`src/rtl/isa_pkg.sv`:
```
package isa_pkg;

    // Datapath and register file widths
    localparam int kDataBits = 32;
    localparam int kRegAddrBits = 5;
    localparam int kNumRegs = 32;

    // Instruction memory geometry
    localparam int kImemAddrBits = 10;
    localparam int kImemWords = 1024;
    localparam int kOpcodeBits = 6;

    typedef logic [kDataBits-1:0] data_t;
    typedef logic [kRegAddrBits-1:0] reg_addr_t;
    typedef logic [kImemAddrBits-1:0] imem_addr_t;

    // NOP must stay all zero, reset and flush rely on it
    typedef enum logic [kOpcodeBits-1:0] {
        NOP   = 6'd0,
        ADDU  = 6'd1,
        SUBU  = 6'd2,
        AND   = 6'd3,
        OR    = 6'd4,
        MOV   = 6'd5,
        BEQZ  = 6'd6,
        BNEQZ = 6'd7,
        JALR  = 6'd8,
        WAIT  = 6'd9
    } opcode_e;

    // 16-bit instruction, rs_imm doubles as signed branch offset
    typedef struct packed {
        opcode_e   opcode;
        reg_addr_t rd;
        reg_addr_t rs_imm;
    } instr_t;

    // Opcodes that write rd on commit
    function automatic logic writes_rd(opcode_e op);
        return (op == ADDU) || (op == SUBU) || (op == AND) || (op == OR)
            || (op == MOV) || (op == JALR);
    endfunction

endpackage
```
`src/rtl/execute_stage.sv`:
```
`timescale 1ns/1ns

module execute_stage
(
    input  isa_pkg::instr_t     instr_i,
    input  isa_pkg::imem_addr_t pc_i,
    input  isa_pkg::data_t      rd_val_i,
    input  isa_pkg::data_t      rs_val_i,
    input  logic                stall_i,
    output logic                redirect_o,
    output isa_pkg::imem_addr_t redirect_pc_o,
    output logic                wb_we_o,
    output isa_pkg::reg_addr_t  wb_addr_o,
    output isa_pkg::data_t      wb_data_o,
    output logic                wait_commit_o
);

    isa_pkg::data_t      result;
    isa_pkg::imem_addr_t branch_pc;
    isa_pkg::imem_addr_t link_pc;
    logic                taken;

    // Offset is sign extended to PC width
    assign branch_pc = pc_i + {{(isa_pkg::kImemAddrBits - isa_pkg::kRegAddrBits)
        {instr_i.rs_imm[isa_pkg::kRegAddrBits-1]}}, instr_i.rs_imm};
    assign link_pc = pc_i + isa_pkg::imem_addr_t'(1);

    always_comb
    begin
        result = '0;
        taken = 1'b0;
        redirect_pc_o = branch_pc;
        case (instr_i.opcode)
            isa_pkg::ADDU:  result = rd_val_i + rs_val_i;
            isa_pkg::SUBU:  result = rd_val_i - rs_val_i;
            isa_pkg::AND:   result = rd_val_i & rs_val_i;
            isa_pkg::OR:    result = rd_val_i | rs_val_i;
            isa_pkg::MOV:   result = rs_val_i;
            isa_pkg::BEQZ:  taken = (rd_val_i == '0);
            isa_pkg::BNEQZ: taken = (rd_val_i != '0);
            isa_pkg::JALR:
            begin
                // Link is zero extended, target is low bits of rs
                result = isa_pkg::data_t'(link_pc);
                taken = 1'b1;
                redirect_pc_o = rs_val_i[isa_pkg::kImemAddrBits-1:0];
            end
            default:        result = '0;
        endcase
        // Flushed slots must never steer fetch
        a_no_nop_redirect: assert (!(taken && (instr_i.opcode == isa_pkg::NOP)));
    end

    // Held instruction retries once the stall clears
    assign redirect_o = taken && !stall_i;
    assign wb_we_o = isa_pkg::writes_rd(instr_i.opcode) && !stall_i;
    assign wb_addr_o = instr_i.rd;
    assign wb_data_o = result;

    // Net control gates this with the stall itself
    assign wait_commit_o = (instr_i.opcode == isa_pkg::WAIT);

endmodule

```
`config.mk`:
```
export PLATFORM = sky130hd
export DESIGN_NAME = execute_stage
export DESIGN_NICKNAME = d
export VERILOG_FILES = /design/src/rtl/isa_pkg.sv /design/src/rtl/execute_stage.sv
export SDC_FILE = /design/constraint.sdc
export NUM_CORES = 1
export LEC_CHECK = 0
export BUFFER_PORTS_ARGS = -buffer_cell sky130_fd_sc_hd__buf_2
export CORE_ASPECT_RATIO = 0.9
export CORE_MARGIN = 2
export CORE_UTILIZATION = 44
export DETAILED_ROUTE_END_ITERATION = 8
export PLACE_DENSITY = 0.77
export SYNTH_ARGS = -nofsm -noshare
export SYNTH_HDL_FRONTEND = slang
export SYNTH_SLANG_ARGS = --single-unit
```
`constraint.sdc`:
```
create_clock -name vclk -period 4.01
set_input_delay 0.401 -clock vclk [all_inputs]
set_output_delay 0.401 -clock vclk [all_outputs]
set_load 0.05 [all_outputs]
```
==> summary.md <==
| Metric | Value |
|---|---|
| Status | `finished with violations` |
| Failing checks | `setup timing` |
| Pre-CTS setup slack | `-780 ps` |
| Fin util | `76.4%` |
| Mean Syn Cell Area | `6.46 um^2` |
| Endpoint, Worst Hold | `wb_addr_o[4]` |
| Initial Util | `44.6%` |
| Synth warnings | `0` |
| Max Fclk | `214 MHz` |
| Final setup viols | `18` |
| Worst setup margin | `-672 ps` |
| Fin. Hold Viols | `0` |
| FILL cells | `615` |
| WHS Path Cells | `0` |
| Placed instance area | `5600 um^2` |
| Sequential standard cell area | `0 um^2` |
| Die Y | `91.8 um` |
| Count of different cell masters after synthesis | `55` |
| Register area share after synthesis | `0%` |
| Worst hold start | `instr_i[9]` |
| Design Area, Final | `6460 um^2` |
| Worst-Margin Slew | `915 ps` |
| I/O Pins | `141` |
| Ant diodes | `0` |
| PortBufs | `131` |
| Vias in the first global route | `5,629` |
| Total grt overflow | `0` |
| Critical path peak fanout | `5` |
| Syn Inst Count | `583` |
| Routability congestion estimate | `1.00` |
| Critical path data arrival time | `4280 ps` |
| Routed length per instance | `17.6 um` |
| Fin crit period | `4680 ps` |
| Crit end category | `output pin` |
| Core Area | `8450 um^2` |
| Nets | `981` |
| Wire length on met2 | `8480 um` |
| Via/cell ratio | `5.96` |
| DR vias | `5,723` |
| Synthesized cell area | `3770 um^2` |
| Final WL | `16,900 um` |
| Share of cells above drive strength 1 | `45.8%` |
| Min Hold Slack | `802 ps` |
| CP startpoint kind | `input pin` |
| Final period util | `117%` |
| Die area | `9320 um^2` |
| DP HPWL | `12,300 um` |
| Top sig layer | `met4` |
| First-pass GRT wire length | `25,700 um` |
| Post-Syn Nets | `720` |
| Largest net degree at the start of global routing | `34` |
| Seq_cells | `0` |
| Fin. max-slew vios | `0` |
| Met3 WL | `1100 um` |
| Layout overhead on the synthesized area | `71.4%` |
| Max rail drop VDD | `0.000105 V` |
| Clock buf count | `0` |
| Initial antenna violation count | `0` |
| Maxcap violations | `0` |
| PwrDens | `159 nW/um^2` |
| Iteration-0 DRC Markers | `381` |
| RSZ-0062 raised after global routing | `true` |
| FP Rows | `32` |
| Post-cts hold buffer count | `0` |
| Critical path type | `input pin to output pin` |
| Die width | `102 um` |
| WP data required | `3610 ps` |
| HP Class | `input pin to output pin` |
| Setup TNS | `-8800 ps` |
| Final ANT Viol Nets | `0` |
| Leakage | `3.20 nW` |
| DRC viols | `0` |
| Worst rel slew slack | `38.8%` |
| Gr usage total | `33.2%` |
| Initial DRT Pass Iterations | `6` |
| Wl on met1 | `6670 um` |
## report_power, final
part / internal, mW / switching (mW) / total [mW] / leakage (nW)
Sequential: 0 / 0 / 0 / 0
Clock: 0 / 0 / 0 / 0
Combinational: 0.456 / 0.568 / 1.02 / 3.20
Total: 0.456 / 0.568 / 1.02 / 3.20
## logic make-up (layout without fill, tap and decap cells)
| kind of cell | count (synthesis) | in the layout | share of synthesized area, % |
|---|---|---|---|
| buffers and inverters | 48 | 307 | 5.55 |
| adder cells (fa/ha/maj) | 46 | 46 | 15.7 |
| multiplexers | 6 | 6 | 1.59 |
| XOR/XNOR | 71 | 71 | 16.5 |
| AO/OA/AOI/OAI | 196 | 196 | 33.2 |
| AND/OR/NAND/NOR | 216 | 216 | 27.5 |
## cell usage after synthesis, types with 3 or more instances
library cell	number	share of area (%)
a211oi_1	4	0.80
a21o_1	17	3.4
a21oi_1	58	7.7
a221o_1	3	0.80
a222oi_1	6	1.6
a22oi_1	20	4.0
and2_1	3	0.50
and3_1	6	1.0
buf_4	5	1.0
clkbuf_1	20	2.0
ha_1	44	15
inv_1	20	2.0
mux2i_1	6	1.6
nand2_1	91	9.1
nand2b_1	6	1.0
nand3_1	11	1.5
nand3b_1	4	0.80
nand4_1	7	1.2
nor2_1	45	4.5
nor2b_1	4	0.66
nor3_1	12	1.6
nor3b_1	4	0.80
nor4_1	11	1.8
o211ai_1	5	1.0
o21a_1	4	0.80
o21ai_0	49	6.5
o21bai_1	3	0.60
o22ai_1	3	0.50
o31ai_1	9	1.8
xnor2_1	41	9.5
xor2_1	30	7.0
## cell type report
cell class	count	area, um^2	share of cell area (%)
multi-input cells	535	4160	64.4
well taps	119	149	2.31
repair buffers	287	2060	31.9
inverters	20	92.6	1.43
## placed cells by master, fill, tap and decap left out, types with 5 or more instances in the layout
master    count
a21o_1       17
a21oi_1      39
a21oi_2      15
a222oi_1      6
a22oi_1      20
and3_1        6
buf_2       106
buf_4       143
buf_6        35
ha_1         42
inv_1        18
mux2i_1       6
nand2_1      86
nand2b_1      5
nand3_1       9
nand4_1       7
nor2_1       37
nor2_2        5
nor3_1       12
nor4_1       10
o211ai_1      5
o21ai_0      16
o21ai_1      12
o21ai_2      13
o21ai_4       8
xnor2_1      35
xnor2_2       6
xor2_1       27
## worst max-delay path, stage by stage
cell,delay [ps]
buf_12,110
inv_12,40
ha_4,140
nand2b_4,50
or4_4,450
nor2_4,140
nand3b_1,140
nor2_4,140
buf_4,130
buf_12,110
buf_6,100
a21oi_4,60
xnor2_2,150
ha_1,330
buf_4,170
a21oi_1,160
o21ai_2,100
buf_4,160
a2111oi_4,420
o31ai_4,120
a21oi_2,160
mux2i_1,250
nand2_2,80
buf_6,160
## per-stage QoR
| step | cells | power, mW |
|---|---|---|
| floorplan | 583 | 0.520 |
| global placement | 928 | 0.823 |
| detailed placement | 928 | 0.843 |
| CTS | 948 | 0.932 |
| global route | 961 | 1.09 |
| finish | 961 | 1.02 |
## repair_timing
action | in CTS | in global routing
buffers inserted | 28 | 14
endpoints found under the setup margin | 19 | 22
pin swaps | 37 | 49
gates resized for setup | 95 | 55
## routing by layer
metal / global-route usage [%] / vias up
met5: 0 / -
met4: 16.8 / 0
met3: 3.20 / 76
met2: 58.6 / 294
met1: 39.3 / 2686
li1: - / 2667
## worst max-delay path by stage
stage	from	to	slack, ps	cells past startpoint
floorplan	rs_val_i[0]	wb_data_o[29]	-320	19
finish	rs_val_i[0]	wb_data_o[31]	-670	24
global route	rs_val_i[0]	wb_data_o[31]	-830	25
global placement	rs_val_i[0]	wb_data_o[29]	-660	21
detailed placement	rs_val_i[0]	wb_data_o[31]	-780	22
CTS	rs_val_i[0]	wb_data_o[31]	-540	21
No activity file was read; power rests on OpenSTA's default activity.
