<file path="config.mk">
export PLATFORM = sky130hd
export DESIGN_NAME = net_control
export DESIGN_NICKNAME = d
export VERILOG_FILES = /design/src/rtl/net_pkg.sv /design/src/rtl/isa_pkg.sv /design/src/rtl/net_control.sv
export SDC_FILE = /design/constraint.sdc
export NUM_CORES = 1
export LEC_CHECK = 0
export BUFFER_PORTS_ARGS = -buffer_cell sky130_fd_sc_hd__buf_2
export CAP_MARGIN = 5
export CORE_MARGIN = 1
export CORE_UTILIZATION = 19
export CTS_BUF_LIST = sky130_fd_sc_hd__clkbuf_16
export DETAILED_ROUTE_END_ITERATION = 10
export PLACE_DENSITY_LB_ADDON = 0.12
export SLEW_MARGIN = 30
export SYNTH_ARGS = -nofsm -noshare
export SYNTH_HDL_FRONTEND = slang
export SYNTH_SLANG_ARGS = --single-unit
</file>
<file path="constraint.sdc">
create_clock -name clk -period 1.5 [get_ports clk]
set_clock_uncertainty 0.1 [all_clocks]
set_input_delay 0.15 -clock clk [delete_from_list [all_inputs] [get_ports clk]]
set_output_delay 0.15 -clock clk [all_outputs]
set_load 0.01 [all_outputs]
</file>
<file path="src/rtl/net_pkg.sv">
package net_pkg;

    // Core ID width on the network
    localparam int kNetIdBits = 10;

    typedef logic [kNetIdBits-1:0] net_id_t;

    // Packet commands
    typedef enum logic [1:0] {
        NET_INSTR = 2'd0,
        NET_REG   = 2'd1,
        NET_PC    = 2'd2
    } net_op_e;

    // Run state of the core
    // IDLE waits for a PC write, ERR only leaves on reset
    typedef enum logic [1:0] {
        IDLE = 2'd0,
        RUN  = 2'd1,
        ERR  = 2'd2
    } core_state_e;

endpackage

</file>
<file path="src/rtl/isa_pkg.sv">
package isa_pkg;

    // Datapath and register file widths
    localparam int kDataBits = 32;
    localparam int kRegAddrBits = 5;
    localparam int kNumRegs = 32;

    // Instruction memory geometry
    localparam int kImemAddrBits = 10;
    localparam int kImemWords = 1024;
    localparam int kOpcodeBits = 6;

    typedef logic [kDataBits-1:0] data_t;
    typedef logic [kRegAddrBits-1:0] reg_addr_t;
    typedef logic [kImemAddrBits-1:0] imem_addr_t;

    // NOP must stay all zero, reset and flush rely on it
    typedef enum logic [kOpcodeBits-1:0] {
        NOP   = 6'd0,
        ADDU  = 6'd1,
        SUBU  = 6'd2,
        AND   = 6'd3,
        OR    = 6'd4,
        MOV   = 6'd5,
        BEQZ  = 6'd6,
        BNEQZ = 6'd7,
        JALR  = 6'd8,
        WAIT  = 6'd9
    } opcode_e;

    // 16-bit instruction, rs_imm doubles as signed branch offset
    typedef struct packed {
        opcode_e   opcode;
        reg_addr_t rd;
        reg_addr_t rs_imm;
    } instr_t;

    // Opcodes that write rd on commit
    function automatic logic writes_rd(opcode_e op);
        return (op == ADDU) || (op == SUBU) || (op == AND) || (op == OR)
            || (op == MOV) || (op == JALR);
    endfunction

endpackage
</file>
<file path="src/rtl/net_control.sv">
`timescale 1ns/1ns

module net_control #(
    parameter net_pkg::net_id_t core_id_p = '0
)
(
    input  logic                clk,
    input  logic                n_reset,
    input  logic                net_valid_i,
    input  net_pkg::net_id_t    net_id_i,
    input  net_pkg::net_op_e    net_op_i,
    input  isa_pkg::imem_addr_t net_addr_i,
    input  isa_pkg::data_t      net_data_i,
    input  logic                wait_commit_i,
    input  logic                stall_i,
    output logic                imem_we_o,
    output logic                rf_net_we_o,
    output logic                pc_load_o,
    output logic                start_flush_o,
    output logic                run_o,
    output logic                stall_net_o,
    output logic                idle_o,
    output logic                exception_o
);

    net_pkg::core_state_e state_r;
    net_pkg::core_state_e state_n;
    logic id_match;
    logic pc_cmd;

    // Packet is ours only in its strobe cycle
    assign id_match = net_valid_i && (net_id_i == core_id_p);

    assign imem_we_o = id_match && (net_op_i == net_pkg::NET_INSTR);
    assign rf_net_we_o = id_match && (net_op_i == net_pkg::NET_REG);
    assign pc_cmd = id_match && (net_op_i == net_pkg::NET_PC);

    // PC write only starts the core from IDLE
    assign pc_load_o = pc_cmd && (state_r == net_pkg::IDLE);
    // Start also clears both stage registers
    assign start_flush_o = pc_load_o;

    // Imem port is shared with fetch
    assign stall_net_o = imem_we_o;

    assign run_o = (state_r == net_pkg::RUN);
    assign idle_o = (state_r == net_pkg::IDLE);

    always_comb
    begin
        state_n = state_r;
        case (state_r)
            net_pkg::IDLE:
            begin
                if (pc_load_o)
                begin
                    state_n = net_pkg::RUN;
                end
            end
            net_pkg::RUN:
            begin
                // Bad PC write wins over a WAIT in the same cycle
                if (pc_cmd)
                begin
                    state_n = net_pkg::ERR;
                end
                else if (wait_commit_i && !stall_i)
                begin
                    state_n = net_pkg::IDLE;
                end
            end
            default:
            begin
                state_n = net_pkg::ERR;
            end
        endcase
    end

    always_ff @(posedge clk)
    begin
        if (!n_reset)
        begin
            state_r <= net_pkg::IDLE;
            exception_o <= 1'b0;
        end
        else
        begin
            state_r <= state_n;
            // Sticky until reset
            exception_o <= exception_o || (pc_cmd && (state_r != net_pkg::IDLE));
        end
    end

    // Exception must hold once raised
    a_exc_sticky: assert property (@(posedge clk)
        n_reset && $past(n_reset) && $past(exception_o) |-> exception_o);

    // A strobed packet carries no unknown fields
    a_packet_known: assert property (@(posedge clk) disable iff (!n_reset)
        net_valid_i |-> !$isunknown({net_id_i, net_op_i, net_addr_i, net_data_i}));

endmodule

</file>
==> results of run 1 <==
-- cell usage after synthesis --
master	n	share of area, %
nor4_1	2	4.9
and4bb_2	1	4.9
nand2_1	4	5.9
mux2i_1	1	4.0
nand4_2	1	4.9
nand4b_1	1	3.5
nor4b_4	1	9.4
nand3b_1	1	3.0
nor2_1	1	1.5
nor4b_1	1	3.5
buf_4	2	5.9
nand2b_1	1	2.5
o21ai_0	1	2.0
nor3_1	1	2.0
dfxtp_1	3	24
nor2b_1	1	2.5
or3b_2	1	3.5
o21ai_1	2	4.0
nor4_4	1	8.4
-- final timing paths --
kind	endpoint	slack (ps)	cells past startpoint
worst max-delay path	pc_load_o	130	5
worst min-delay path	state_r[1]$_SDFFE_PN0P_	120	3
worst max register to register	state_r[0]$_SDFFE_PN0P_	340	2
worst min register to register	exception_o$_SDFF_PN0_	350	2
-- registers in the layout (all words and copies together), names as in the netlist --
name	flops
state_r	2
exception_o	1
-- routing by layer --
layer | part of all wire [%] | routed length (um) | vias to the layer above
li1 | - | - | 157
met1 | 39 | 270 | 127
met2 | 44 | 307 | 21
met3 | 17 | 118 | 0
met4 | 0 | 0 | 0
met5 | 0 | 0 | -
-- kinds of logic (layout without fill, tap and decap cells) --
logic type / after synthesis / in the layout / share of synthesized area [%]
and+or+nand+nor: 18 / 18 / 60.4
AOI/OAI and AO/OA: 3 / 3 / 5.94
DFF: 3 / 3 / 23.8
buffers and inverters: 2 / 29 / 5.94
muxes: 1 / 1 / 3.96
-- power breakdown --
group | switching (mW) | total [mW] | internal [mW]
clock | 0.0721 | 0.416 | 0.344
combinational | 0.0189 | 0.0421 | 0.0232
sequential | 0.00000913 | 0.0804 | 0.0804
total | 0.0911 | 0.538 | 0.447
-- layout make-up --
type | count | area [um2] | share of cell area, %
multi-input cells | 22 | 201 | 41.5
repair buffers | 25 | 128 | 26.3
clock buffers | 3 | 75.1 | 15.5
flip-flops and latches | 3 | 60.1 | 12.4
well taps | 14 | 17.5 | 3.61
clock inverters | 1 | 3.75 | 0.773
-- worst reg2reg max path: cells and delay by family, from the launching register on --
kind / cells / cell delay [ps]
flops: 1 / 380
mux: 1 / 120
simple gates: 1 / 480
-- stage by stage --
| stage | utilization [%] | cells | power [mW] | setup slack [ps] | area [um2] |
|---|---|---|---|---|---|
| final | 41.5 | 68 | 0.538 | 130 | 485 |
| after detailed placement | 33.2 | 64 | 0.123 | -2.03 | 389 |
| after floorplan | - | 27 | 0.0914 | -17.0 | 259 |
| after CTS | 40.5 | 68 | 0.548 | 72.5 | 474 |
| after global routing | 41.5 | 68 | 0.565 | 3.39 | 485 |
| after global placement | 33.2 | 64 | 0.123 | 29.7 | 389 |
-- timing repair --
action | in CTS | in global routing
setup endpoints to repair | 1 | 3
pin swaps | 0 | 0
resized for setup | 1 | 2
==> flow_summary.toml, run 1 <==
[outcome]
outcome = "finished, final reports clean"

[global_route]
grt_antenna_before_repair = 0
gr-usage-met3_pct = 8.72
track_usage_pct = 11.1
grt_pass1_vias = 248
grt-ovfl-total = 0
grt_busiest_layer = "met2"
grt_max_degree = 8
grt_pass1_wl_um = 979
use_met2_pct = 13.6
gr-usage-met1_pct = 11.5

[clock_network]
cts_hold_buf = 0
cts_root_buf = "clkbuf_16"
cts_buffer_depth = 2
post_cts_buffers = 0
numClockSinks = 3
tritoncts = "done"
clk_pin_slew_ps = 30
htree_levels = 1
numCtsBuffers = 3
clock_latency_ps = 220

[critical_path]
worstReg2RegStart = "state_r[1]$_SDFFE_PN0P_"
crit_slowest_cell = "nor4_4"
crit_buf_inv = 2
endpoint_kind = "output port"
crit_fanout = 4
crit_path_cell_trace = "buf_2 > nor4_4 > nand3b_1 > nor4_4 > buf_2"
worst_ep_arrival_time_ps = 1120
startpoint = "net_id_i[1]"
cpLargestDelayFamily = "simple AND/OR/NAND/NOR gates"
path_class = "in -> out"
cp.required_ps = 1250
critPathLaunchType = "input port"
max_stage_delay_ps = 340

[logic_synthesis]
synth_nets = 86
netlist_instances = 27
ys_ff_latch = 3
ys_seq_area_share_pct = 23.8
syn_area_per_cell_um2 = 9.36
ys_types = 19
syn_area_um2 = 253
ys.warnings.count = 0

[sta]
fin_tns_setup_ps = 0
rsz0062_at_grt = "false"
tightest_slew_ps = 356
period_share_pct = 91.3
min_period_ps = 1370
hold_viol = 0
slew-limit-headroom_pct = 76.1
setup_viol = 0
whs_ps = 118
report.final.slew_viol_count = 0
fmax_mhz = 730

[layout]
layout_commonest_cell = "buf_2"
num_antenna_cells = 0
fillers = 128
fin_nets = 114
syn2layout_area_growth_pct = 92.1
mostFrequentLayoutCells = "24 x buf_2, 3 x nand2_1, 3 x clkbuf_16, 3 x dfxtp_1"
drive_gt1_share_pct = 66.7

[routing]
viasPerCell = 4.49
drtPass1Iterations = 2
wirelength_um = 696
drc = 0
dr.first_iter.drc_count = 1
route.antenna.remaining_nets = 0
dr_total_vias = 305
routedWlPerCell_um = 10.2

[floorplan]
row_count = 12
die_w_um = 38.5
dieHeight_um = 38.5
ios = 67
core-area_um2 = 1170
start_util_pct = 21.6
dieArea_um2 = 1480

[place]
globalplace.congestion = 0.644
port_buffers = 24

[worst_hold_path]
hold_path_class = "in -> reg"
min-delay-start = "n_reset"

[job]
max_cap_violations = 0

[pwr]
p_leak_nw = 0.233
ir_drop_mv = 0.635
powerDensity_nw_per_um2 = 1110
Note: power is estimated with default switching activity, not from simulation.
==> inputs of run 2 (changes only) <==
--- a/config.mk
+++ b/config.mk
@@ -5,10 +5,11 @@
 export SDC_FILE = /design/constraint.sdc
 export NUM_CORES = 1
 export LEC_CHECK = 0
+export ABC_AREA = 1
 export BUFFER_PORTS_ARGS = -buffer_cell sky130_fd_sc_hd__buf_2
 export CAP_MARGIN = 5
 export CORE_MARGIN = 1
-export CORE_UTILIZATION = 19
+export CORE_UTILIZATION = 21
 export CTS_BUF_LIST = sky130_fd_sc_hd__clkbuf_16
 export DETAILED_ROUTE_END_ITERATION = 10
 export PLACE_DENSITY_LB_ADDON = 0.12
==> flow_summary.toml, run 2 <==
[routing]
drtPass1Iterations = 4
drc = 0
wirelength_um = 729
routedWlPerCell_um = 7.84
dr.first_iter.drc_count = 7
viasPerCell = 3.89
route.antenna.remaining_nets = 0
dr_total_vias = 362

[logic_synthesis]
ys.warnings.count = 0
synthTopCellsByCount = "14 x inv_1, 14 x nor2_1, 10 x nand2_1"
synth_edf_count = 0
synth_nets = 112
syn_area_per_cell_um2 = 5.41
ys_types = 12
async_reset_ff_share_pct = 0
synth-main-ff-cell = "dfxtp_1"
syn_area_um2 = 287
synth.area.top_cells = "dfxtp_1 21%, inv_1 18%, nor2_1 18%"
yosysTopAreaCellShare_pct = 21.0
netlist_instances = 53
ys_seq_area_share_pct = 21.0
yosysTopAreaCell = "dfxtp_1"
ys_ff_latch = 3

[sta]
hold_viol = 0
period_share_pct = 83.8
report.final.slew_viol_count = 0
tightest_slew_ps = 209
min_period_ps = 1260
fmax_mhz = 796
setup_viol = 0
fin_tns_setup_ps = 0
rsz0062_at_grt = "false"
slew-limit-headroom_pct = 86.0

[layout]
largest_register = "state_r"
syn2layout_area_growth_pct = 70.3
reg_top3 = "state_r x2, exception_o x1"
layout_commonest_cell = "buf_2"
fin_nets = 139
num_antenna_cells = 0
fillers = 129
mostFrequentLayoutCells = "24 x buf_2, 15 x inv_1, 14 x nor2_1"
finalNonFillerCells = 93
drive_gt1_share_pct = 39.2
largest_reg_flops = 2

[floorplan]
dieHeight_um = 38.9
row_count = 12
die_w_um = 38.9
dieArea_um2 = 1520
core-area_um2 = 1190
start_util_pct = 24.2
ios = 67

[critical_path]
crit_buf_inv = 2
worst_ep_arrival_time_ps = 1010
max_stage_delay_ps = 200
r2r_slack_ps = 580
crit_fanout = 3
cp_num_cells = 7
critPathMostFrequentCell = "nor2_1"
cpLargestDelayFamily = "simple AND/OR/NAND/NOR gates"
crit_path_cell_trace = "buf_2 > nor2_1 > nand2_1 > nor2_1 > nand3_1 > nor2_1 > buf_2"
endpoint_kind = "output port"
cp.required_ps = 1250
crit_slowest_cell = "nor2_1"
worst_r2r_path_depth = 5
critPathLaunchType = "input port"
path_class = "in -> out"

[clock_network]
cts_root_buf = "clkbuf_16"
clock_latency_ps = 220
cts_hold_buf = 0
clk_pin_slew_ps = 30
cts_resized = 0
htree_levels = 1
cts_buffer_depth = 2
numClockSinks = 3
numCtsBuffers = 3
post_cts_buffers = 0
tritoncts = "done"

[pwr]
post-layout-total-power_mw = 0.543
ir_drop_mv = 0.371
p_leak_nw = 0.288
powerDensity_nw_per_um2 = 1110

[job]
max_cap_violations = 0

[global_route]
grt_pass1_wl_um = 1100
grt-ovfl-total = 0
track_usage_pct = 11.9
grt_antenna_before_repair = 0
grt_max_degree = 6
grt_pass1_vias = 286

[outcome]
outcome = "finished, final reports clean"

[worst_hold_path]
hold_depth = 3
hold_path_class = "in -> reg"

[place]
dp.cells = 89
dp_hpwl_um = 578
globalplace.congestion = 0.652
port_buffers = 24
run 2: through the flow:
step                area (um2)  util, %  worst slack [ps]  hold slack, ps
floorplan                  287        -               346             159
detailed placement         409     34.5               254             298
global route               488     41.1               141            88.4
CTS                        488     41.1               242            66.3
global placement           409     34.5               275             295
finish                     488     41.1               243            70.6
run 2: final cells by class:
| type | instances | area, um2 | area share, % |
|---|---|---|---|
| Sequential cell | 3 | 60.1 | 12.3 |
| Clock inverter | 1 | 3.75 | 0.769 |
| Multi-Input combinational cell | 34 | 159 | 32.6 |
| Inverter | 14 | 52.6 | 10.8 |
| Tap cell | 14 | 17.5 | 3.59 |
| Clock buffer | 3 | 75.1 | 15.4 |
| Timing Repair Buffer | 24 | 120 | 24.6 |
run 2: where the power goes:
part / switching (mW) / total (mW) / internal, mW
sequential: 0.000000813 / 0.0804 / 0.0804
combinational: 0.0222 / 0.0438 / 0.0215
clock: 0.0748 / 0.419 / 0.344
run 2: cells by family after synthesis:
kind of cell           after synthesis  synth area share [%]
and+or+nand+nor                     31                  48.9
buffers and inverters               16                  23.6
DFF                                  3                  21.0
AOI/OAI and AO/OA                    3                  6.55
run 2: path summary, 6_finish.rpt:
kind	start	endpoint
max	net_id_i[5]	stall_net_o
min	n_reset	exception_o$_SDFF_PN0_
max reg2reg	state_r[1]$_SDFFE_PN0P_	state_r[0]$_SDFFE_PN0P_
min reg2reg	exception_o$_SDFF_PN0_	exception_o$_SDFF_PN0_
run 2: routing by layer:
metal / track usage [%] / vias to the layer above / share of wire, %
met3: 5.20 / 2 / 9.2
met5: 0 / - / 0
met4: 12.9 / 0 / 2.6
met1: 13.1 / 133 / 49
met2: 15.8 / 21 / 39
li1: - / 206 / -
run 2: worst reg2reg max path: stages, from the launching register on:
cell,delay [ps]
dfxtp_1,310
inv_1,50
nand2_1,140
nand4_1,110
nand2_1,70
nor2_1,30
==> inputs of run 3 (changes only) <==
--- a/config.mk
+++ b/config.mk
@@ -5,11 +5,11 @@
 export SDC_FILE = /design/constraint.sdc
 export NUM_CORES = 1
 export LEC_CHECK = 0
-export ABC_AREA = 1
+export ABC_AREA = 0
 export BUFFER_PORTS_ARGS = -buffer_cell sky130_fd_sc_hd__buf_2
 export CAP_MARGIN = 5
 export CORE_MARGIN = 1
-export CORE_UTILIZATION = 21
+export CORE_UTILIZATION = 17
 export CTS_BUF_LIST = sky130_fd_sc_hd__clkbuf_16
 export DETAILED_ROUTE_END_ITERATION = 10
 export PLACE_DENSITY_LB_ADDON = 0.12
==> constraint.sdc (replaced) <==
create_clock -name clk -period 1 [get_ports clk]
set_clock_uncertainty 0.1 [all_clocks]
set_input_delay 0.1 -clock clk [delete_from_list [all_inputs] [get_ports clk]]
set_output_delay 0.1 -clock clk [all_outputs]
set_load 0.01 [all_outputs]
==> flow_summary.toml, run 3 (synthesized netlist as in run 1, its figures left out) <==
[clock_network]
numCtsBuffers = 3
cts_buffer_depth = 2
clk_pin_slew_ps = 30
htree_levels = 1
tritoncts = "done"
cts_root_buf = "clkbuf_16"
numClockSinks = 3
clock_latency_ps = 220

[critical_path]
startpoint = "net_id_i[8]"
crit_fanout = 3
crit_path_cell_trace = "buf_6 > nor4b_4 > nand2_2 > and4bb_2 > buf_6"
worstReg2RegStart = "state_r[1]$_SDFFE_PN0P_"
cpLargestDelayFamily = "simple AND/OR/NAND/NOR gates"
crit_slowest_cell = "and4bb_2"
critPathLaunchType = "input port"
worst_ep_arrival_time_ps = 1060
critPathMostFrequentCell = "buf_6"
crit_buf_inv = 2
cp.required_ps = 800
max_stage_delay_ps = 320
path_class = "in -> out"
endpoint_kind = "output port"

[global_route]
track_usage_pct = 10.4
use_met2_pct = 19.8
grt_pass1_wl_um = 1030
grt_antenna_before_repair = 0
grt_pass1_vias = 267
gr-usage-met1_pct = 8.44
grt_busiest_layer = "met2"
grt-ovfl-total = 0
grt_max_degree = 7
gr-usage-met3_pct = 5.56

[routing]
dr_total_vias = 335
dr.first_iter.drc_count = 4
drtPass1Iterations = 3
wirelength_um = 842
drc = 0
routedWlPerCell_um = 10.9
route.antenna.remaining_nets = 0
viasPerCell = 4.35

[floorplan]
core-area_um2 = 1350
die_w_um = 40.6
dieHeight_um = 40.6
dieArea_um2 = 1650
ios = 67
row_count = 13
start_util_pct = 18.7

[place]
port_buffers = 24
dp_hpwl_um = 581
place_ws_ps = -291
globalplace.congestion = 0.621

[sta]
min_period_ps = 1260
report.final.slew_viol_count = 0
hold_viol = 0
slew-limit-headroom_pct = 65.8
worst_slack_ps = -260
fmax_mhz = 794
rsz0062_at_grt = "true"
period_share_pct = 126
tightest_slew_ps = 508
setup_viol = 9

[pwr]
power_frac_comb_pct = 10.6
powerDensity_nw_per_um2 = 1320
post-layout-total-power_mw = 0.825
p_leak_nw = 0.292
power_frac_clock_pct = 75.5
ir_drop_mv = 1.28
swShare_pct = 17.2
p_sw_mw = 0.142
p_int_mw = 0.684
power_frac_seq_pct = 14.0

[layout]
syn2layout_area_growth_pct = 147
mostFrequentLayoutCells = "19 x buf_2, 9 x buf_6, 5 x buf_4"
reg_top3 = "state_r x2, exception_o x1"
fin_nets = 122
drive_gt1_share_pct = 75.8
largest_register = "state_r"
fillers = 131
num_antenna_cells = 0
largest_reg_flops = 2
layout_commonest_cell = "buf_2"

[outcome]
outcome = "finished with violations"
violations = "setup timing"

[worst_hold_path]
min-delay-start = "n_reset"
hold_path_class = "in -> reg"

[job]
max_cap_violations = 0
==> run 3: timing repair <==
item                       in CTS  in global routing
buffers inserted                3                  1
hold buffers                    0                  0
setup endpoints to repair       9                 10
pin swaps                       4                  3
resized for setup              10                  3
==> run 3: layout make-up <==
cell class / count / area, um2 / area share [%]
tap: 15 / 18.8 / 3.01
multi-input combinational: 22 / 225 / 36.1
sequential: 3 / 67.6 / 10.8
timing repair buffer: 33 / 234 / 37.5
clock buffer: 3 / 75.1 / 12.0
clock inverter: 1 / 3.75 / 0.601
==> run 3: worst register-to-register path, delay by kind of cell (launching register included) <==
kind / cells / cell delay (ps)
flops: 1 / 350
mux: 1 / 150
buf+inv: 2 / 220
simple gates: 1 / 160
==> run 3: final timing paths <==
kind | end | slack (ps) | cells after the start
max | rf_net_we_o | -260 | 5
min | state_r[1]$_SDFFE_PN0P_ | 60 | 3
max reg2reg | state_r[0]$_SDFFE_PN0P_ | -60 | 4
min reg2reg | exception_o$_SDFF_PN0_ | 350 | 2
==> run 3: power groups by stage <==
stage | logic, mW | registers (mW) | clock network (mW)
floorplan | 0.0179 | 0.119 | 0
global placement | 0.0720 | 0.119 | 0
detailed placement | 0.0722 | 0.119 | 0
CTS | 0.0836 | 0.115 | 0.633
global route | 0.0939 | 0.115 | 0.647
finish | 0.0874 | 0.115 | 0.623
==> run 3: layer usage <==
metal / wire length [um] / up-vias
met1: 311 / 143
met5: 0 / -
met2: 446 / 19
li1: - / 173
met4: 0 / 0
met3: 84 / 0
==> run 3: per-stage QoR <==
step                area [um2]  std cells  hold slack (ps)  utilization, %  setup TNS (ps)
floorplan                  293         27              118               -            -525
global placement           454         69              287            33.6           -1960
detailed placement         454         69              287            33.6           -2050
CTS                        601         76             69.8            44.5           -1540
global route               624         77             84.9            46.2           -2120
finish                     624         77             62.5            46.2           -1480
